File: src/verilog/vectorPkg.sv
`default_nettype none

package vectorPkg;

  ////////////////////////////////////////////////////////////
  // Screen and queue sizes
  ////////////////////////////////////////////////////////////

  localparam int screenBits    = 6;
  localparam int intensityBits = 4;
  localparam int queueDepth    = 8;

  // Derived widths
  localparam int queuePtrBits = $clog2(queueDepth);
  localparam int addrBits     = 2 * screenBits;
  localparam int pixelCount   = 1 << addrBits;

  // Room for twice the Bresenham error with sign
  localparam int errBits = screenBits + 4;

  ////////////////////////////////////////////////////////////
  // Vector types
  ////////////////////////////////////////////////////////////

  typedef logic [screenBits-1:0]    coordT;
  typedef logic [intensityBits-1:0] intensityT;

  // Row major with y in the upper half
  typedef logic [addrBits-1:0]      pixelAddrT;

  typedef logic [queuePtrBits-1:0]  queuePtrT;
  typedef logic signed [errBits-1:0] errT;

  typedef enum logic [1:0] {
    rastIdle,
    rastLoad,
    rastDraw
  } rastStateT;

  typedef enum logic {
    clearRun,
    clearSweep
  } clearStateT;

endpackage

`default_nettype wire
File: src/verilog/lineRasterizer.sv
`timescale 1ns/10ps
`default_nettype none

module lineRasterizer
  import vectorPkg::*;
  (
  input  wire            clk,
  input  wire            rst,
  input  wire coordT     qStartX,
  input  wire coordT     qStartY,
  input  wire coordT     qEndX,
  input  wire coordT     qEndY,
  input  wire intensityT qIntensity,
  input  wire            empty,
  input  wire            stall,
  output logic           lineDone,
  output logic           pixelValid,
  output coordT          pixelX,
  output coordT          pixelY,
  output intensityT      pixelIntensity
  );

  rastStateT state;

  // Current line
  coordT     curX;
  coordT     curY;
  coordT     endX;
  coordT     endY;
  intensityT curIntensity;
  coordT     dx;
  coordT     dy;
  logic      stepXNeg;
  logic      stepYNeg;
  errT       err;

  // Load values from the queue head
  coordT     loadDx;
  coordT     loadDy;
  errT       loadErr;

  // Step decision
  errT       dxErr;
  errT       dyErr;
  errT       twoErr;
  errT       errNext;
  logic      moveX;
  logic      moveY;
  logic      atEnd;
  logic      advance;

  ////////////////////////////////////////////////////////////
  // Line setup
  ////////////////////////////////////////////////////////////

  always_comb begin
    loadDx  = (qEndX >= qStartX) ? qEndX - qStartX : qStartX - qEndX;
    loadDy  = (qEndY >= qStartY) ? qEndY - qStartY : qStartY - qEndY;
    loadErr = errT'({{(errBits - screenBits){1'b0}}, loadDx})
            - errT'({{(errBits - screenBits){1'b0}}, loadDy});
  end

  ////////////////////////////////////////////////////////////
  // Bresenham step
  ////////////////////////////////////////////////////////////

  assign dxErr  = errT'({{(errBits - screenBits){1'b0}}, dx});
  assign dyErr  = errT'({{(errBits - screenBits){1'b0}}, dy});
  assign twoErr = errT'(err <<< 1);

  always_comb begin
    moveX   = (twoErr >= -dyErr);
    moveY   = (twoErr <= dxErr);
    errNext = err;
    if (moveX) begin
      errNext = errNext - dyErr;
    end
    if (moveY) begin
      errNext = errNext + dxErr;
    end
  end

  assign atEnd   = (curX == endX) && (curY == endY);
  assign advance = (state == rastDraw) && !stall;

  // Current point is the output and holds while stalled
  assign pixelValid     = (state == rastDraw);
  assign pixelX         = curX;
  assign pixelY         = curY;
  assign pixelIntensity = curIntensity;
  assign lineDone       = advance && atEnd;

  always_ff @(posedge clk) begin
    if (rst) begin
      state <= rastIdle;
    end else begin
      case (state)
        rastIdle: begin
          if (!empty) begin
            state <= rastLoad;
          end
        end
        rastLoad: state <= rastDraw;
        rastDraw: begin
          if (lineDone) begin
            state <= rastIdle;
          end
        end
        default: state <= rastIdle;
      endcase
    end
  end

  always_ff @(posedge clk) begin
    if (state == rastLoad) begin
      curX         <= qStartX;
      curY         <= qStartY;
      endX         <= qEndX;
      endY         <= qEndY;
      curIntensity <= qIntensity;
      dx           <= loadDx;
      dy           <= loadDy;
      stepXNeg     <= (qEndX < qStartX);
      stepYNeg     <= (qEndY < qStartY);
      err          <= loadErr;
    end else if (advance && !atEnd) begin
      if (moveX) begin
        curX <= stepXNeg ? curX - 1'b1 : curX + 1'b1;
      end
      if (moveY) begin
        curY <= stepYNeg ? curY - 1'b1 : curY + 1'b1;
      end
      err <= errNext;
    end
  end

  // Draw is entered only through load
  pixelOnlyInDraw: assert property (@(posedge clk) disable iff (rst)
    pixelValid |-> $past(state == rastLoad) || $past(pixelValid));

  // Frame buffer stall must not lose or move a pixel
  stallHoldsPixel: assert property (@(posedge clk) disable iff (rst)
    pixelValid && stall |=> pixelValid && $stable(pixelX) && $stable(pixelY));

endmodule

`default_nettype wire

File: config.mk
export PLATFORM = sky130hd
export DESIGN_NAME = lineRasterizer
export DESIGN_NICKNAME = d
export VERILOG_FILES = /design/src/verilog/vectorPkg.sv /design/src/verilog/lineRasterizer.sv
export SDC_FILE = /design/constraint.sdc
export NUM_CORES = 1
export LEC_CHECK = 0
export ABC_CLOCK_PERIOD_IN_PS = 5140
export BUFFER_PORTS_ARGS = -buffer_cell sky130_fd_sc_hd__buf_4
export CAP_MARGIN = 20
export CORE_UTILIZATION = 45
export DETAILED_ROUTE_END_ITERATION = 8
export SLEW_MARGIN = 20
export SYNTH_ARGS = -nofsm -noshare
export SYNTH_HDL_FRONTEND = slang
export SYNTH_SLANG_ARGS = --single-unit
File: constraint.sdc
create_clock -name clk -period 5.14 [get_ports clk]
set_input_delay 0.257 -clock clk [delete_from_list [all_inputs] [get_ports clk]]
set_output_delay 0.257 -clock clk [all_outputs]
set_load 0.1 [all_outputs]
# --- Yosys cells after proc, flatten, opt, wreduce, memory -nomap -nowiden ---
# Cells that the tools add are included.
# Widths: inputs -> output; s select.
totals:
  reg_bits: 54
  inputBits: 32
  word_cells: 65
classes:
  n_addsub: 12
  n_lt_le_gt_ge: 6
  n_eq_ne: 6
  n_mux: 17
  n_reduce_logical: 13
op_table:
  columns: ["operator", "count"]
  rows:
  - ["$mux 6", 10]
  - ["$mux 10", 4]
  - ["$sub 6x6->6", 4]
  - ["$add 6x1->6 const B", 2]
  - ["$eq 6x6->1", 2]
  - ["$ge 6x6->1", 2]
  - ["$lt 6x6->1", 2]
  - ["$sub 6x1->6 const B", 2]
  - ["$add 10x7->10", 1]
  - ["$ge 10x10->1", 1]
  - ["$le 10x7->1", 1]
  - ["$neg 6->10", 1]
  - ["$sub 10x7->10", 1]
  - ["$sub 6x6->7", 1]
  - ["$pmux 2 s3", 1]
  - ["$reduce_and 2->1", 3]
  - ["$reduce_bool 2->1", 3]
  - ["$logic_and 1x1->1", 4]
  - ["$mux 2", 2]
  - ["$ne 2x2->1 const B", 2]
  - ["$eq 2x1->1 const B", 1]
  - ["$eq 2x2->1 const B", 1]
  - ["$logic_not 1->1", 2]
  - ["$logic_not 2->1", 1]

# --- Depth between registers and ports, before layout ---
depth:
  depth_word: 7
  mapped_depth: 23

# --- Worst setup path after synthesis ---
# No wires, ideal clock.
synth_path:
  path_type: "reg2reg"
  start: "register dy[0]"
  end: "register err[8] (data pin)"
  arrival_ps: 4153
  required_ps: 4971
  slack_ps: 818
  stages_incl_launch_ff: 23
  path_buffers: 1
  synth_period_minus_slack_ps: 4322
  path_cell_list: "edfxtp_1 -> or2_1 -> nor2_1 -> xnor2_1 -> ha_1 -> a211oi_1 -> nor2_1 -> o41a_1 -> o21ai_2 -> clkbuf_1 -> nand2_1 -> o21ai_0 -> ha_1 -> inv_1 -> fa_1 -> inv_1 -> a21oi_1 -> o21bai_1 -> a21o_1 -> a21o_1 -> nand2_1 -> o31a_1 -> o31ai_1"
synth_between:
  elab_chain_cells: 7
synth_lines:
  columns: ["element", "line_no", "rtl"]
  rows:
  - ["from (decl)", "lineRasterizer.sv:32", "coordT dy;"]
  - ["from (signal assigned)", "lineRasterizer.sv:122", "dy <= loadDy;"]
  - ["$neg 6->10", "lineRasterizer.sv:72", "moveX = (twoErr >= -dyErr);"]
  - ["$ge 10x10->1", "lineRasterizer.sv:72", null]
  - ["$mux 10 (*)", "lineRasterizer.sv:75", "if (moveX) begin"]
  - ["$add 10x7->10", "lineRasterizer.sv:79", "errNext = errNext + dxErr;"]
  - ["$mux 10 (*)", "lineRasterizer.sv:78", "if (moveY) begin"]
  - ["$mux 10 (*)", "lineRasterizer.sv:126", "end else if (advance && !atEnd) begin"]
  - ["$mux 10 (*)", "lineRasterizer.sv:115", "if (state == rastLoad) begin"]
  - ["to (signal assigned)", "lineRasterizer.sv:125", "err <= loadErr;"]
  - ["to (signal assigned)", "lineRasterizer.sv:133", "err <= errNext;"]
  - ["to (decl)", "lineRasterizer.sv:35", "errT err;"]
# Every way passes the cells marked *; elsewhere a longest branch is shown, timed or not. The select of a mux whose other input is x is not followed.
# A chain may end at the register's enable or synchronous reset.

# --- Worst setup path after layout ---
layout_path:
  start: "register dy[2]"
  end: "register err[8] (data pin)"
# Same word-level chain as after synthesis.

==> results.json <==
{
  "crit_path_start_kind": "flop",
  "yosys.area_share.xor_xnor_pct": 9.41,
  "status": "finished clean",
  "ys_types": 47,
  "antenna_found_initial": 0,
  "critPathArrivalTime_ns": 4.76,
  "tightest_slew_ns": 0.696,
  "syn_inst": 466,
  "synth_top_family_by_area": "adder cells",
  "setup_ws_ns": 0.535,
  "ant_nets": 0,
  "rows": 36,
  "drv_slew": 0,
  "port_buffers": 49,
  "synth_seq_cells": 53,
  "grt_max_degree": 39,
  "clock_skew_ns": 0.00985,
  "min_path_type": "primary input to flop",
  "drt_iter0_drc": 146,
  "pre_cts_ws_ns": 0.488,
  "vias": 3458,
  "finalCritPeriodShare_pct": 89.6,
  "top_layer": "met4",
  "wl_met2_um": 5040,
  "total_power_w": 0.00163,
  "cts_tree": "built",
  "clock_latency_ns": 0.32,
  "groute.usage.overall_pct": 21.1,
  "rsz0062_at_grt": "false",
  "hold_viol": 0,
  "ir_worst_vdd_mv": 0.138,
  "drt-met1-wl_um": 4750,
  "critPathMaxFanout": 13,
  "synthSimpleGateAreaFrac_pct": 9.98,
  "io_pins": 50,
  "final_nets": 624,
  "fp.coreArea_sq_um": 9820,
  "powerDensity_nw_per_um2": 312,
  "grt_pass1_vias": 3395,
  "globalRoute.totalOverflow": 0,
  "syn-num-nets": 569,
  "antenna_cells": 0,
  "drc": 0,
  "path_class": "flop to flop",
  "synthAdderAreaFrac_pct": 21.0,
  "async_flop_share_pct": 0,
  "relSlewSlack_pct": 53.4,
  "htreeDepth": 2,
  "worstPathRequired_ns": 5.30,
  "cts_buffers": 5,
  "cts_buffer_depth": 2,
  "die_h_um": 103,
  "p_leak_nw": 2.44,
  "yosys_warnings": 0,
  "routed-wl-met3_um": 315,
  "cts_resized": 0,
  "postCtsHoldBufs": 0,
  "synthMuxAreaShare_pct": 3.35,
  "initial_utilization_pct": 46.5,
  "die_area_sq_um": 10500,
  "synthToLayoutAreaGrowth_pct": 14.2,
  "synth_area_per_cell_sq_um": 9.79,
  "synth-edff-count": 51,
  "wl_um": 10400,
  "cts_setup_buffers": 0,
  "fmax_mhz": 217,
  "maxCapViolCount": 0,
  "synth_compound_area_share_pct": 15.9,
  "period_minus_slack_ns": 4.60,
  "die_x_um": 103,
  "endpoint_kind": "flop",
  "numClockSinks": 53,
  "path_clk_slew_ns": 0.11,
  "drtPass1Iterations": 5,
  "wire_per_inst_um": 15.8,
  "synth-seq-area-share_pct": 34.4,
  "layout-drive-gt1-share_pct": 13.4,
  "setup_viol_count_final": 0,
  "synth_ff_type": "edfxtp_1",
  "syn_area_sq_um": 4560,
  "grt_pass1_wl_um": 16700,
  "globalplace.congestion": 0.853,
  "dp_hpwl_um": 8330,
  "cts_root_buffer": "clkbuf_8",
  "tns_ns": 0,
  "vias_per_cell": 5.28
}
-- stage by stage --
step           instance area [sq um]  instances  hold slack (ns)  util (%)
5_1_grt                         5210        655           0.0644      53.1
3_3_place_gp                    5110        647            0.420      52.0
3_5_place_dp                    5110        647            0.428      52.0
2_1_floorplan                   4560        466            0.326         -
6_report                        5210        655           0.0764      53.1
4_1_cts                         5200        655           0.0696      53.0
-- critical path, cell delays in order (launching register included) --
cell,delay (ns)
edfxtp_1,0.46
nor2_1,0.25
nand4_1,0.21
nor2_1,0.17
ha_1,0.21
nand4_1,0.16
or4_4,0.55
nand4_1,0.18
o21ai_4,0.13
o21ai_0,0.25
ha_1,0.22
inv_1,0.06
fa_1,0.40
inv_1,0.07
a21oi_1,0.05
o21bai_1,0.19
a21o_1,0.15
a21o_1,0.11
nand2_1,0.10
o31a_1,0.29
o31ai_1,0.23
-- final timing paths --
kind | start | end | slack, ns | cells after the start
max | dy[2] | err[8] | 0.54 | 20
min | empty | state[0] | 0.08 | 2
max reg2reg | dy[2] | err[8] | 0.54 | 20
min reg2reg | state[1] | state[0] | 0.44 | 1
-- cell usage in the layout, fill, tap and decap left out, types with 3 or more instances in the layout --
cell type / instances
inv_1: 67
ha_1: 62
buf_4: 53
edfxtp_1: 51
a21oi_1: 33
nor2_1: 28
nand2_1: 27
xnor2_1: 26
o21ai_0: 25
xor2_1: 23
a21o_1: 20
mux2i_1: 13
a31oi_1: 9
fa_1: 9
nand2b_1: 7
nor4_1: 7
nand4_1: 6
o21bai_1: 5
clkbuf_8: 5
nor2b_1: 4
a211oi_1: 3
-- cells in the mapped netlist, drive strengths merged (2+ instances only) --
cell	instances	area, sq um
xor2	23	201
ha	62	776
edfxtp	51	1530
o31a	2	17.5
o31ai	2	15.0
nor3	2	10.0
mux2i	13	130
nand2	27	101
a21oi	33	165
a211oi	4	35.0
a31oi	10	68.8
a21o	20	150
nor2b	4	25.0
clkbuf	5	18.8
fa	9	180
mux2	2	22.5
nand2b	7	43.8
o21ai	27	139
dfxtp	2	40.0
nand3	2	10.0
nand4	6	37.5
nor4	7	43.8
inv	67	251
and4	2	17.5
o221ai	2	30.0
or3	2	12.5
nor2	28	105
xnor2	26	228
a211o	2	18.8
o21bai	5	37.5
-- registers in the layout (all words and copies together) (netlist names) --
signal	count
dx	6
dy	6
endX	6
endY	6
err	9
pixelIntensity	4
pixelX	6
pixelY	6
state	2
stepXNeg	1
stepYNeg	1
-- layout make-up --
type / instances / area (sq um)
fillers: 946 / 4610
repair buffers: 53 / 398
clock buffers: 5 / 68.8
clock inverters: 3 / 26.3
multi-input cells: 340 / 2720
inverters: 68 / 255
well taps: 133 / 166
flip-flops and latches: 53 / 1570
-- per-layer routing --
metal	vias up	track usage, %
li1	1750	-
met2	82	34.6
met1	1606	28.3
met4	0	8.79
met3	20	2.44
met5	-	0
-- kinds of logic (layout without fill, tap and decap cells) --
family          after synthesis  count (layout)
flops                        53              53
compound gates              112             112
simple gates                 93              93
xor+xnor                     49              49
mux                          15              15
buf+inv                      73             129
fa+ha+maj                    71              71
-- where the power goes --
group	switching (W)	internal, W
registers	0.0000428	0.000542
clock network	0.000158	0.0000994
logic	0.000463	0.000322
total	0.000664	0.000963
No activity file was read; power rests on OpenSTA's default activity.
