`src/verilog/vectorPkg.sv`:
```
`default_nettype none

package vectorPkg;

  ////////////////////////////////////////////////////////////
  // Screen and queue sizes
  ////////////////////////////////////////////////////////////

  localparam int screenBits    = 6;
  localparam int intensityBits = 4;
  localparam int queueDepth    = 8;

  // Derived widths
  localparam int queuePtrBits = $clog2(queueDepth);
  localparam int addrBits     = 2 * screenBits;
  localparam int pixelCount   = 1 << addrBits;

  // Room for twice the Bresenham error with sign
  localparam int errBits = screenBits + 4;

  ////////////////////////////////////////////////////////////
  // Vector types
  ////////////////////////////////////////////////////////////

  typedef logic [screenBits-1:0]    coordT;
  typedef logic [intensityBits-1:0] intensityT;

  // Row major with y in the upper half
  typedef logic [addrBits-1:0]      pixelAddrT;

  typedef logic [queuePtrBits-1:0]  queuePtrT;
  typedef logic signed [errBits-1:0] errT;

  typedef enum logic [1:0] {
    rastIdle,
    rastLoad,
    rastDraw
  } rastStateT;

  typedef enum logic {
    clearRun,
    clearSweep
  } clearStateT;

endpackage

`default_nettype wire
```
`src/verilog/lineQueue.sv`:
```
`timescale 1ns/10ps
`default_nettype none

module lineQueue
  import vectorPkg::*;
  (
  input  wire            clk,
  input  wire            rst,
  input  wire            lineWrite,
  input  wire coordT     startX,
  input  wire coordT     startY,
  input  wire coordT     endX,
  input  wire coordT     endY,
  input  wire intensityT intensity,
  input  wire            lineDone,
  output coordT          qStartX,
  output coordT          qStartY,
  output coordT          qEndX,
  output coordT          qEndY,
  output intensityT      qIntensity,
  output logic           full,
  output logic           empty
  );

  coordT     startXMem    [queueDepth];
  coordT     startYMem    [queueDepth];
  coordT     endXMem      [queueDepth];
  coordT     endYMem      [queueDepth];
  intensityT intensityMem [queueDepth];

  queuePtrT              wrPtr;
  queuePtrT              rdPtr;
  logic [queuePtrBits:0] count;
  logic                  push;
  logic                  pop;

  assign push  = lineWrite && !full;
  assign pop   = lineDone && !empty;
  assign full  = (count == (queuePtrBits + 1)'(queueDepth));
  assign empty = (count == '0);

  // Descriptor storage
  always_ff @(posedge clk) begin
    if (push) begin
      startXMem[wrPtr]    <= startX;
      startYMem[wrPtr]    <= startY;
      endXMem[wrPtr]      <= endX;
      endYMem[wrPtr]      <= endY;
      intensityMem[wrPtr] <= intensity;
    end
  end

  // Depth is a power of two so the pointers wrap on their own
  always_ff @(posedge clk) begin
    if (rst) begin
      wrPtr <= '0;
      rdPtr <= '0;
      count <= '0;
    end else begin
      if (push) begin
        wrPtr <= wrPtr + 1'b1;
      end
      if (pop) begin
        rdPtr <= rdPtr + 1'b1;
      end
      case ({push, pop})
        2'b10:   count <= count + 1'b1;
        2'b01:   count <= count - 1'b1;
        default: count <= count;
      endcase
    end
  end

  // Head of queue
  assign qStartX    = startXMem[rdPtr];
  assign qStartY    = startYMem[rdPtr];
  assign qEndX      = endXMem[rdPtr];
  assign qEndY      = endYMem[rdPtr];
  assign qIntensity = intensityMem[rdPtr];

  // Writer has to watch full
  noWriteWhenFull: assert property (@(posedge clk) disable iff (rst)
    full |-> !lineWrite);

  // Rasterizer only finishes lines it took from here
  noPopWhenEmpty: assert property (@(posedge clk) disable iff (rst)
    empty |-> !lineDone);

endmodule

`default_nettype wire

```
`config.mk`:
```
export PLATFORM = sky130hd
export DESIGN_NAME = lineQueue
export DESIGN_NICKNAME = d
export VERILOG_FILES = /design/src/verilog/vectorPkg.sv /design/src/verilog/lineQueue.sv
export SDC_FILE = /design/constraint.sdc
export NUM_CORES = 1
export LEC_CHECK = 0
export BUFFER_PORTS_ARGS = -buffer_cell sky130_fd_sc_hd__clkbuf_2
export CAP_MARGIN = 30
export CORE_MARGIN = 1
export CORE_UTILIZATION = 60
export CTS_CLUSTER_SIZE = 20
export DETAILED_ROUTE_END_ITERATION = 6
export PLACE_DENSITY = 0.91
export REMOVE_ABC_BUFFERS = 1
export SYNTH_ARGS = -nofsm -noshare
export SYNTH_HDL_FRONTEND = slang
export SYNTH_SLANG_ARGS = --single-unit
```
`constraint.sdc`:
```
create_clock -name clk -period 4.7 [get_ports clk]
set_clock_uncertainty 0.05 [all_clocks]
set_input_delay 0.705 -clock clk [delete_from_list [all_inputs] [get_ports clk]]
set_output_delay 0.705 -clock clk [all_outputs]
set_load 0.005 [all_outputs]
```
Word-level counts from Yosys, hierarchy flattened --
Memories as Yosys holds them, arrays and structs flattened. A register that Yosys moved wholly into a read port is not among the register bits. Index checks and enable logic that the tools add are counted. Widths: inputs -> output; s select.
Storage, ports and cells: memory bits (read-only) 0, memories kept 5, memory bits (writable) 224, input port bits 32, bits in registers 10, output and inout port bits 30, latch bits 0
Operators by class: bitwise operators 0, order comparisons 0, multipliers 0, multiplexer cells 13, add/sub/neg operators 4, equality and inequality tests 3, shifts and indexed selects 0, reduce and logical (&&, ||, !) cells 6, divide/modulo/power cells 0
Memories:
- endXMem | depth 8, width 6, read ports 1, clocked after memory_dff 1, wr ports 1, line lineQueue.sv:27 | coordT endXMem [queueDepth];
- endYMem | depth 8, width 6, read ports 1, clocked after memory_dff 1, wr ports 1, line lineQueue.sv:28 | coordT endYMem [queueDepth];
- startXMem | depth 8, width 6, read ports 1, clocked after memory_dff 1, wr ports 1, line lineQueue.sv:25 | coordT startXMem [queueDepth];
- startYMem | depth 8, width 6, read ports 1, clocked after memory_dff 1, wr ports 1, line lineQueue.sv:26 | coordT startYMem [queueDepth];
- intensityMem | depth 8, width 4, read ports 1, clocked after memory_dff 1, wr ports 1, line lineQueue.sv:29 | intensityT intensityMem [queueDepth];
Operators with widths (number):
- $mux 3 | 10
- $pmux 4 s2 | 1
- $add 3x1->3 const B | 2
- $add 4x1->4 const B | 1
- $eq 4x4->1 const B | 1
- $logic_not 4->1 | 1
- $sub 4x1->4 const B | 1
- $eq 2x1->1 const B | 1
- $eq 2x2->1 const B | 1
- $logic_and 1x1->1 | 2
- $logic_not 1->1 | 2
- $mux 1 | 2
- $reduce_bool 2->1 | 1

Logic depth before layout (Yosys ltp) --
Gate-level depths: netlist (run 1).
word-level depth 5, depth in mapped cells 11, depth with buffers taken out 9

Least setup slack after synthesis (run 1) --
OpenSTA, ideal clock, no wires.
path kind register -> register, from reg count[0], to mem endXMem[0][0] in the netlist's numbering (enable), arrival time 3462 ps, setup time 484 ps, clock period less this slack 3995 ps, path buffers 1, required time 4166 ps, path slack 705 ps, cell stages (with the launch flop) 5, cells stage by stage dfxtp_1 or4b_1 buf_4 nand2_8 nor4_1
Between the ends: longest elaborated chain between the ends 5
Ends and longest elaborated chain:
- start, declared | line lineQueue.sv:33 | logic [queuePtrBits:0] count;
- start signal, assigned | line lineQueue.sv:67 | 2'b10: count <= count + 1'b1;
- start signal, assigned | line lineQueue.sv:68 | 2'b01: count <= count - 1'b1;
- start signal, assigned | line lineQueue.sv:69 | default: count <= count;
- $eq 4x4->1 | line lineQueue.sv:39 | assign full = (count == (queuePtrBits + 1)'(queueDepth));
- $logic_not 1->1 | line lineQueue.sv:37 | assign push = lineWrite && !full;
- $logic_and 1x1->1 | line lineQueue.sv:37
- $mux 1 | line lineQueue.sv:44 | if (push) begin
- $mux 1 (not written as such) | line lineQueue.sv:47 | endXMem[wrPtr] <= endX;
- end, declared | line lineQueue.sv:27
Every way passes these cells.

==> summary.md, run 1 <==
| Metric | Value |
|---|---|
| CTS Buf Count | `23` |
| First-pass GRT wire length | `27.79 mm` |
| Worst R2R Start | `count[1]$_SDFFE_PP0P_` |
| Drt wl/cell | `26.48 um` |
| Slew Limit Fails | `0` |
| Crit path DAT | `2.61 ns` |
| XOR/XNOR share of the synthesized area | `0.006741` |
| Starting DRT DRC Count | `397` |
| Row cnt | `44` |
| Power Total | `5.531 mW` |
| Seq pwr share | `0.472` |
| Largest area contributor in the netlist | `edfxtp_1` |
| Clk network pwr share | `0.333` |
| # setup viols final | `0` |
| Fraction of registers with async set/reset | `0` |
| DR vias | `4307` |
| R2R cell count | `9` |
| Synth Area in Compound Gates | `0.005778` |
| YS warnings | `0` |
| IO Pins | `62` |
| Cell variety after synth | `33` |
| Total global routing overflow | `0` |
| Maxcap violations | `0` |
| Width of the chip | `125.1 um` |
| Switching Share | `0.2445` |
| Antenna Nets Post-Route | `0` |
| Post-synth EDFFs | `224` |
| Sw power | `1.352 mW` |
| RSZ-0062 raised after global routing | `false` |
| Post-synthesis adder-cell area fraction | `0.006879` |
| Area share of the largest cell type after synthesis | `0.7396` |
| Seq/Total Area, Yosys | `0.7682` |
| #FFs+latches synth | `237` |
| Routed WL | `17.80 mm` |
| Avg Inst Size Synth | `22.91 um^2` |
| Buffers on Ports | `61` |
| Combinational Power Share | `0.195` |
| Setup Fix Bufs, Post-CTS | `0` |
| Fin crit share | `0.7164` |
| Die Y | `125.1 um` |
| Hold_sp | `endY[1]` |
| Die ar. | `0.01566 mm^2` |
| Fillcell total | `809` |
| WHS Path Cells | `1` |
| Worst Path Required | `3.94 ns` |
| Failing checks | `design-rule violations` |
| Most used DFF post-synth | `edfxtp_1` |
| RR Endpoint | `count[2]$_SDFFE_PP0P_` |
| Final min period | `3.367 ns` |
| TritonRoute pass-1 iters | `7` |
| Cells after synthesis | `397` |
| Gp weighted congestion | `0.6653` |
| Combinational family with the most area after synthesis | `multiplexers` |
| CP Max Fanout | `38` |
| P_leak | `3.406 nW` |
| CTS max path bufs | `3` |
| Area growth syn-to-layout | `15.04%` |
| Layout cell share with drive strength beyond 1 | `0.4139` |
| Worst reg-to-reg setup slack | `1.93 ns` |
| Worst-skew pair later-pin latency | `0.51 ns` |
| Worst setup EP type | `primary output` |
| Post-detail-place hpwl | `9.584 mm` |
| Post-route DRC | `10` |
| N_diodes | `0` |
| Area of the mapped netlist | `0.009095 mm^2` |
| Number of global-route vias before repair | `4580` |
| Final core utilization | `0.7145` |
| Clock transition at path regs | `0.06 ns` |
| Fmax | `297.0 MHz` |
| Total GRT Usage | `0.2433` |
| Crit start category | `flip-flop` |
| Top post-synthesis cells by area | `edfxtp_1, mux4_2, mux2_2, dfxtp_1, buf_6` |
| HP Class | `in -> reg` |
| Post-cts resize count | `0` |
| Status | `complete, but fails checks` |
| Core footprint | `0.01464 mm^2` |
| Slew HR | `0.6161` |
| Hold Vio Cnt, Final | `0` |
| Fin nets | `514` |
| CTS Root Cell | `clkbuf_16` |
| H-tree depth | `1` |
| Largest net degree at the start of global routing | `39` |
| Multiplexer share of the synthesized area | `0.1780` |
| Hold buffer count at cts | `0` |
| Starting Density | `0.6211` |
| Peak supply drop | `276.2 uV` |
| PD cells | `528.7 mW/mm^2` |
| Simple-gate portion of the synthesized area | `0.01995` |
| CTS tree | `done` |
| Vias/cell | `6.409` |
| Post-Route Setup TNS | `0 ns` |
| Kind of critical path | `reg -> out` |
| Int Power | `4.179 mW` |
| Hold Path End | `endYMem[6][1]$_DFFE_PP_` |
| Worst-margin pin slew | `0.5759 ns` |
| Clock sinks | `237` |
| Initial antenna violation count | `0` |
[critical path, stage by stage, from the launching register on]
cell and delay (ns):
dfxtp_2 0.65, buf_4 0.58, mux4_2 0.40, mux2_2 0.32, clkbuf_2 0.12
[synth_stat cells, types with 2 or more instances]
master,number
ha_1,5
mux2i_1,2
mux2_2,29
nand2_1,4
a21oi_1,2
buf_6,6
mux4_2,56
nand3_1,2
nor3_1,5
nand2b_1,2
dfxtp_1,13
nor4_1,2
nor2_1,12
buf_2,5
clkbuf_1,6
edfxtp_1,224
xor2_1,6
[logic make-up (layout without fill, tap and decap cells)]
logic type / count (synthesis) / in the layout
flip-flops: 237 / 237
AO/OA/AOI/OAI: 7 / 7
adder cells (fa/ha/maj): 5 / 5
multiplexers: 88 / 88
AND/OR/NAND/NOR: 33 / 33
buffers and inverters: 20 / 111
XOR/XNOR: 7 / 7
[state kept, by name, summed over array words and instances, names as in the netlist, named ones only]
signal / count
endXMem: 48
endYMem: 48
startXMem: 48
startYMem: 48
intensityMem: 32
count: 4
rdPtr: 3
wrPtr: 3
[power groups by stage]
stage	Sequential, mW	Clock, mW	Combinational, mW
after floorplan	2.68	0	0.683
after global placement	2.70	0	0.940
after detailed placement	2.65	0	1.07
after CTS	2.61	1.87	1.09
after global routing	2.64	1.95	1.16
final	2.61	1.84	1.08
[worst max-delay path by stage]
stage / start / endpoint / depth (start not counted)
finish: flip-flop / qStartX[0] / 4
global route: flip-flop / qStartX[0] / 4
CTS: flip-flop / qStartX[0] / 4
detailed placement: flip-flop / qStartX[0] / 4
global placement: flip-flop / qStartX[3] / 3
floorplan: flip-flop / qEndX[0] / 2
[layout make-up]
type                       count  area [um^2]  area share
timing repair buffer          74        471.7     0.04509
clock inverter                 9        148.9     0.01423
sequential                   237         6992      0.6683
inverter                       1        3.754   0.0003588
multi-input combinational    140         2026      0.1936
clock buffer                  27        590.6     0.05645
tap                          184        230.2     0.02200
[cell usage in the layout, fill, tap and decap left out, types with 2 or more instances in the layout]
| cell | instances |
|---|---|
| nand2_1 | 4 |
| nand2b_1 | 2 |
| clkinv_1 | 2 |
| clkbuf_16 | 23 |
| mux4_2 | 56 |
| nor2_1 | 9 |
| nor2_4 | 3 |
| mux2_2 | 29 |
| buf_4 | 8 |
| clkbuf_1 | 4 |
| buf_12 | 2 |
| ha_1 | 5 |
| xor2_1 | 6 |
| nor3_2 | 4 |
| dfxtp_1 | 11 |
| a21oi_1 | 2 |
| nand3_1 | 2 |
| buf_16 | 2 |
| clkbuf_2 | 61 |
| edfxtp_1 | 224 |
| bufinv_16 | 4 |
| mux2i_1 | 2 |
[per-stage QoR]
stage                     instance area (um^2)  setup slack, ns  std cells  hold slack, ns
after floorplan                           8967           0.6188        378          0.4347
after global placement                    9617            1.742        631          0.4581
after detailed placement                  9723            1.882        636          0.4949
after CTS                                10460            1.330        672          0.4016
after global routing                     10460            1.234        672          0.4230
final                                    10460            1.333        672          0.4241
[routing by layer]
layer	vias to the layer above	part of all wire	GRT usage
met2	204	0.50	0.3934
met1	2259	0.41	0.3413
li1	1816	-	-
met5	-	0	0
met3	28	0.075	0.04964
met4	0	0.018	0.07317
(Power assumes the default switching activity.)
==> run 2, diff against run 1 <==
--- a/config.mk
+++ b/config.mk
@@ -5,6 +5,7 @@
 export SDC_FILE = /design/constraint.sdc
 export NUM_CORES = 1
 export LEC_CHECK = 0
+export ABC_AREA = 1
 export BUFFER_PORTS_ARGS = -buffer_cell sky130_fd_sc_hd__clkbuf_2
 export CAP_MARGIN = 30
 export CORE_MARGIN = 1
==> constraint.sdc (replaced) <==
create_clock -name clk -period 3.2 [get_ports clk]
set_clock_uncertainty 0.05 [all_clocks]
set_input_delay 0.48 -clock clk [delete_from_list [all_inputs] [get_ports clk]]
set_output_delay 0.48 -clock clk [all_outputs]
set_load 0.005 [all_outputs]
==> run 2 against run 1 <==
  * The run now ends clean
  * Cell count up 52%
  * Sequential share of layout area fell by 1.3 points
  * Setup slack lost 1.0 ns
  * Cell area is 1.9% higher
  * Core utilization is 1.6 points lower
==> summary.md, run 2 <==
| Metric | Value |
|---|---|
| Synth Area in Compound Gates | `0.08543` |
| Final min period | `2.910 ns` |
| Largest area contributor in the netlist | `edfxtp_1` |
| Kind of critical path | `reg -> out` |
| Worst R2R Start | `count[1]$_SDFFE_PP0P_` |
| Final cell count without fillers | `1019` |
| Pre-CTS setup slack | `0.8990 ns` |
| Worst setup EP type | `primary output` |
| Status | `complete, no violations` |
| Crit path DAT | `2.38 ns` |
| Number of global-route vias before repair | `5736` |
| RR Endpoint | `endXMem[5][4]$_DFFE_PP_` |
| Commonest cells in the netlist | `edfxtp_1, nor2_1, nand2_1` |
| First-pass GRT wire length | `29.64 mm` |
| Storage cell area | `0.006992 mm^2` |
| CP Depth | `6` |
| CTS max path bufs | `3` |
| Fmax | `343.7 MHz` |
| Most used DFF post-synth | `edfxtp_1` |
| Total global routing overflow | `0` |
| Routed WL | `19.59 mm` |
| Buffers on Ports | `61` |
| Maxcap violations | `0` |
| Most frequent cells in the layout | `edfxtp_1, nor2_1, nand2_1` |
| Simple-gate portion of the synthesized area | `0.09794` |
| Slew Limit Fails | `0` |
| Multiplexer share of the synthesized area | `0.02981` |
| Combinational family with the most area after synthesis | `simple AND/OR/NAND/NOR gates` |
| Crit start category | `flip-flop` |
| Initial antenna violation count | `0` |
| Layout cell share with drive strength beyond 1 | `0.1498` |
| Area after DPL | `0.009937 mm^2` |
| CP max stage cell | `buf_4` |
| Top post-synthesis cells by area | `edfxtp_1, nor2_1, o21ai_0, nand2_1, mux2i_1` |
| Commonest non-fill, non-tap cell in the layout | `edfxtp_1` |
| R2R cell count | `7` |
| Worst-margin pin slew | `0.6574 ns` |
| N_diodes | `0` |
| Placed cells | `976` |
| Worst reg-to-reg setup slack | `1.00 ns` |
| Cells after synthesis | `725` |
| #FFs+latches synth | `237` |
| Post-synthesis adder-cell area fraction | `0.006653` |
| Fillcell total | `947` |
| Clock sinks | `237` |
| Fin crit share | `0.9093` |
| PD cells | `752.0 mW/mm^2` |
| Gp weighted congestion | `0.7150` |
| CP bufs+invs | `2` |
| CTS Buf Count | `24` |
| CP max stage delay | `0.55 ns` |
| Fin nets | `828` |
| Post-cts resize count | `0` |
| DR vias | `5962` |
| CP Max Fanout | `52` |
| Starting Density | `0.6162` |
| Power Total | `8.018 mW` |
| Post-detail-place hpwl | `10.41 mm` |
| Area share of the largest cell type after synthesis | `0.7154` |
| Post-route DRC | `0` |
| CTS tree | `done` |
| Starting DRT DRC Count | `572` |
| Post-Layout Inst Area | `0.01066 mm^2` |
| Post-route worst setup slack | `0.2901 ns` |
| Post-synth EDFFs | `224` |
| Row cnt | `45` |
| H-tree depth | `1` |
| Worst Path Required | `2.67 ns` |
| Crit-path leading delay family | `buffers and inverters` |
| Hold buffer count at cts | `0` |
| XOR/XNOR share of the synthesized area | `0.002794` |
| Largest net degree at the start of global routing | `65` |
| Fraction of registers with async set/reset | `0` |
| Avg Inst Size Synth | `12.97 um^2` |
| Setup Fix Bufs, Post-CTS | `0` |
| IO Pins | `62` |
| Count leader, synth | `edfxtp_1` |
| HP Class | `in -> reg` |
| Hold Vio Cnt, Final | `0` |
| Die ar. | `0.01618 mm^2` |
| Peak supply drop | `437.0 uV` |
| Width of the chip | `127.2 um` |
| Multi-input gate area in the final layout | `0.002128 mm^2` |
| CTS Root Cell | `clkbuf_16` |
| Slew HR | `0.5611` |
| TritonRoute pass-1 iters | `5` |
| Seq/Total Area, Yosys | `0.7430` |
| # setup viols final | `0` |
| Vias/cell | `5.851` |
| Worst-skew pair later-pin latency | `0.50 ns` |
| Drt wl/cell | `19.22 um` |
| Core footprint | `0.01526 mm^2` |
| Total GRT Usage | `0.2438` |
| Crit path top cell by count | `nand2_1` |
| Crit path cell chain | `buf_4 -> o21ai_0 -> o22ai_1 -> nand2_1 -> nand2_1 -> clkbuf_2` |
| Cell variety after synth | `26` |
| P_leak | `3.767 nW` |
| Crit path to | `qStartX[0]` |
| Area growth syn-to-layout | `13.40%` |
| YS warnings | `0` |
| Clock transition at path regs | `0.06 ns` |
| Die Y | `127.2 um` |
| Final core utilization | `0.6988` |
| Area of the mapped netlist | `0.009403 mm^2` |
| RSZ-0062 raised after global routing | `false` |
| Antenna Nets Post-Route | `0` |
run 2: cell types whose count changed after synthesis, sizes merged, moves of 5 or more:
| cell | before | now |
|---|---|---|
| o21ai | 1 | 116 |
| nor2 | 12 | 126 |
| nand2 | 5 | 103 |
| mux4 | 56 | 0 |
| mux2 | 30 | 0 |
| o22ai | 0 | 28 |
| mux2i | 2 | 28 |
| inv | 1 | 20 |
| buf | 12 | 25 |
| clkbuf | 7 | 14 |
| a21oi | 3 | 8 |
| xor2 | 6 | 1 |
run 2: routing by layer:
| layer | vias up | global-route usage | part of all wire |
|---|---|---|---|
| li1 | 2735 | - | - |
| met1 | 2877 | 0.3046 | 0.39 |
| met2 | 295 | 0.4202 | 0.51 |
| met3 | 55 | 0.03811 | 0.072 |
| met4 | 0 | 0.1176 | 0.033 |
| met5 | - | 0 | 0 |
run 2: cells by family (layout without fill, tap and decap cells):
kind of cell	after synthesis	count (layout)
flops	237	237
mux	28	28
compound gates	153	153
buf+inv	59	142
xor+xnor	3	3
fa+ha+maj	5	5
simple gates	240	240
run 2: worst min path at each step:
stage                                from                   endpoint  cells past startpoint
floorplan           wrPtr[0]$_SDFFE_PP0P_      wrPtr[0]$_SDFFE_PP0P_                      2
global placement    rdPtr[1]$_SDFFE_PP0P_                  flip-flop                      2
detailed placement  rdPtr[1]$_SDFFE_PP0P_                  flip-flop                      2
CTS                               endX[2]    endXMem[3][2]$_DFFE_PP_                      1
global route                    startX[0]  startXMem[0][0]$_DFFE_PP_                      1
finish                            endX[2]    endXMem[6][2]$_DFFE_PP_                      1
run 2: final cells by class:
cell class              count  area share
clock inverters            11    0.006923
flip-flops and latches    237      0.6557
inverters                  20    0.007041
repair buffers             79     0.04483
clock buffers              32     0.06114
multi-input cells         429      0.1996
well taps                 211     0.02476
run 2: metrics by stage:
| stage | hold WS, ns | TNS [ns] |
|---|---|---|
| after floorplan | 0.4023 | -36.46 |
| after global placement | 0.4233 | 0 |
| after detailed placement | 0.4284 | 0 |
| after CTS | 0.1856 | 0 |
| after global routing | 0.1940 | 0 |
| final | 0.2030 | 0 |
run 2: power by group:
group / switching (mW) / internal (mW)
clock: 1.08 / 1.50
sequential: 0.124 / 3.62
combinational: 1.09 / 0.602
==> run 3, diff against run 2 <==
--- a/config.mk
+++ b/config.mk
@@ -9,10 +9,11 @@
 export BUFFER_PORTS_ARGS = -buffer_cell sky130_fd_sc_hd__clkbuf_2
 export CAP_MARGIN = 30
 export CORE_MARGIN = 1
-export CORE_UTILIZATION = 60
+export CORE_UTILIZATION = 54
 export CTS_CLUSTER_SIZE = 20
 export DETAILED_ROUTE_END_ITERATION = 6
-export PLACE_DENSITY = 0.91
+export PLACE_DENSITY = 0.87
+export RECOVER_POWER = 50
 export REMOVE_ABC_BUFFERS = 1
 export SYNTH_ARGS = -nofsm -noshare
 export SYNTH_HDL_FRONTEND = slang
==> constraint.sdc (replaced) <==
create_clock -name clk -period 2.6 [get_ports clk]
set_clock_uncertainty 0.05 [all_clocks]
set_input_delay 0.39 -clock clk [delete_from_list [all_inputs] [get_ports clk]]
set_output_delay 0.39 -clock clk [all_outputs]
set_load 0.005 [all_outputs]
==> run 3 against run 2 <==
  * Setup slack lost 0.26 ns
  * Critical path depth is the same
  * Sequential share of layout area about the same
  * Wire length is 0.36% lower
  * Combinational power grew 26%
  * Count of clock-buffer cells in the layout is 3 lower
  * Flip-flop and latch count unchanged
  * First-iteration DRC count up 20%
  * Highest routed layer unchanged
==> summary.md, run 3 (same netlist as run 2, synthesis figures left out) <==
| Metric | Value |
|---|---|
| IO Pins | `62` |
| Sw power | `2.868 mW` |
| Final min period | `2.568 ns` |
| Crit path DAT | `2.13 ns` |
| Post-Route Setup TNS | `0 ns` |
| First-pass GRT wire length | `30.39 mm` |
| Number of global-route vias before repair | `5950` |
| Area growth syn-to-layout | `13.44%` |
| CP Max Fanout | `35` |
| Worst-margin pin slew | `0.9106 ns` |
| Clock sinks | `237` |
| Die Y | `134.0 um` |
| DR vias | `5918` |
| Crit path top cell by count | `nand2_1` |
| Slew Limit Fails | `0` |
| Final core utilization | `0.6342` |
| Die ar. | `0.01794 mm^2` |
| Worst setup EP type | `primary output` |
| Fin crit share | `0.9877` |
| Starting DRT DRC Count | `688` |
| H-tree depth | `1` |
| Width of the chip | `134.0 um` |
| Maxcap violations | `0` |
| Total global routing overflow | `0` |
| N_diodes | `0` |
| Largest net degree at the start of global routing | `113` |
| Crit start category | `flip-flop` |
| CTS Buf Count | `24` |
| Post-route DRC | `0` |
| Layout cell share with drive strength beyond 1 | `0.1211` |
| Clock transition at path regs | `0.07 ns` |
| Post-Layout Inst Area | `0.01067 mm^2` |
| CP bufs+invs | `2` |
| HP Class | `in -> reg` |
| Fin nets | `829` |
| Commonest non-fill, non-tap cell in the layout | `edfxtp_1` |
| Row cnt | `47` |
| Seq pwr share | `0.461` |
| TritonRoute pass-1 iters | `7` |
| Switching Share | `0.2892` |
| CP max stage cell | `dfxtp_4` |
| Post-detail-place hpwl | `11.01 mm` |
| Buffers on Ports | `61` |
| Slew HR | `0.3929` |
| Area after DPL | `0.009951 mm^2` |
| Starting Density | `0.5591` |
| Routed WL | `19.52 mm` |
| Most frequent cells in the layout | `edfxtp_1, nor2_1, nand2_1` |
| Initial antenna violation count | `0` |
| Gp weighted congestion | `0.7327` |
| Kind of critical path | `reg -> out` |
| CP max stage delay | `0.52 ns` |
| Crit path cell chain | `buf_6 -> o21ai_0 -> o22ai_1 -> nand2_1 -> nand2_1 -> clkbuf_2` |
| Fmax | `389.4 MHz` |
| Hold Vio Cnt, Final | `0` |
| CTS max path bufs | `3` |
| Hold buffer count at cts | `0` |
| Worst Path Required | `2.16 ns` |
| Drt wl/cell | `18.97 um` |
| Antenna Nets Post-Route | `0` |
| CTS Root Cell | `clkbuf_16` |
| Worst-skew pair later-pin latency | `0.50 ns` |
| Peak supply drop | `574.9 uV` |
| Crit-path leading delay family | `flip-flops` |
| CTS tree | `done` |
| Status | `complete, no violations` |
| Combinational Power Share | `0.215` |
| Core footprint | `0.01682 mm^2` |
| # setup viols final | `0` |
| Int Power | `7.049 mW` |
| PD cells | `929.7 mW/mm^2` |
| Vias/cell | `5.751` |
| Clk network pwr share | `0.324` |
| RSZ-0062 raised after global routing | `true` |
| Total GRT Usage | `0.2196` |
| P_leak | `3.700 nW` |
## run 3: cell count changes in the layout (fill, tap and decap cells not counted), moves of 2 or more
cell | previous run | this run
clkbuf_2 | 61 | 33
buf_4 | 15 | 13
clkbuf_1 | 7 | 33
clkinv_1 | 7 | 5
clkinv_2 | 2 | 6
buf_12 | 3 | 1
buf_6 | 0 | 3
nor2_4 | 3 | 7
nor2_2 | 5 | 1
## run 3: cell type report
cell class / instances / area, um^2
sequential: 237 / 6992
fill: 1205 / 6152
multi-input combinational: 429 / 2148
clock buffer: 29 / 640.6
timing repair buffer: 80 / 440.4
tap: 220 / 275.3
clock inverter: 14 / 95.09
inverter: 20 / 75.07
## run 3: layer usage
layer,vias up,GRT usage,share of wire
met1,2855,0.2879,0.39
met2,288,0.3702,0.51
li1,2735,-,-
met5,-,0,0
met4,0,0.07891,0.022
met3,40,0.03817,0.079
## run 3: timing repair
| item | in CTS | in global routing |
|---|---|---|
| setup buffers | 0 | 0 |
| gates resized for setup | 0 | 5 |
| setup endpoints to repair | 0 | 24 |
## run 3: worst register-to-register path: cells and delay by family (launching register included)
family / cells / cell delay, ns
and+or+nand+nor: 4 / 0.71
DFF: 1 / 0.39
buffers and inverters: 1 / 0.70
## run 3: path summary, 6_finish.rpt
path              cells after the start                      end  slack [ns]                   from
setup / recovery                      6                 qEndX[0]        0.03              flip-flop
hold / removal                        2    count[1]$_SDFFE_PP0P_        0.16                    rst
setup reg to reg                      5  endYMem[6][2]$_DFFE_PP_        0.38  count[1]$_SDFFE_PP0P_
hold reg to reg                       2                flip-flop        0.43  rdPtr[1]$_SDFFE_PP0P_
## run 3: power by group through the flow
stage / combinational (mW) / clock, mW / sequential (mW)
3_5_place_dp: 2.09 / 0 / 4.64
5_1_grt: 2.38 / 3.38 / 4.59
2_1_floorplan: 1.19 / 0 / 4.77
6_report: 2.13 / 3.21 / 4.58
4_1_cts: 2.12 / 3.22 / 4.57
3_3_place_gp: 2.02 / 0 / 4.63
## run 3: through the flow
step	setup slack (ns)	total power, mW	hold WS (ns)	std cells
floorplan	-1.823	5.963	0.4023	686
global placement	0.6293	6.644	0.4197	986
detailed placement	0.4932	6.731	0.4252	986
CTS	0.003490	9.910	0.1059	1029
global route	-0.08174	10.36	0.1838	1029
finish	0.03205	9.917	0.1633	1029
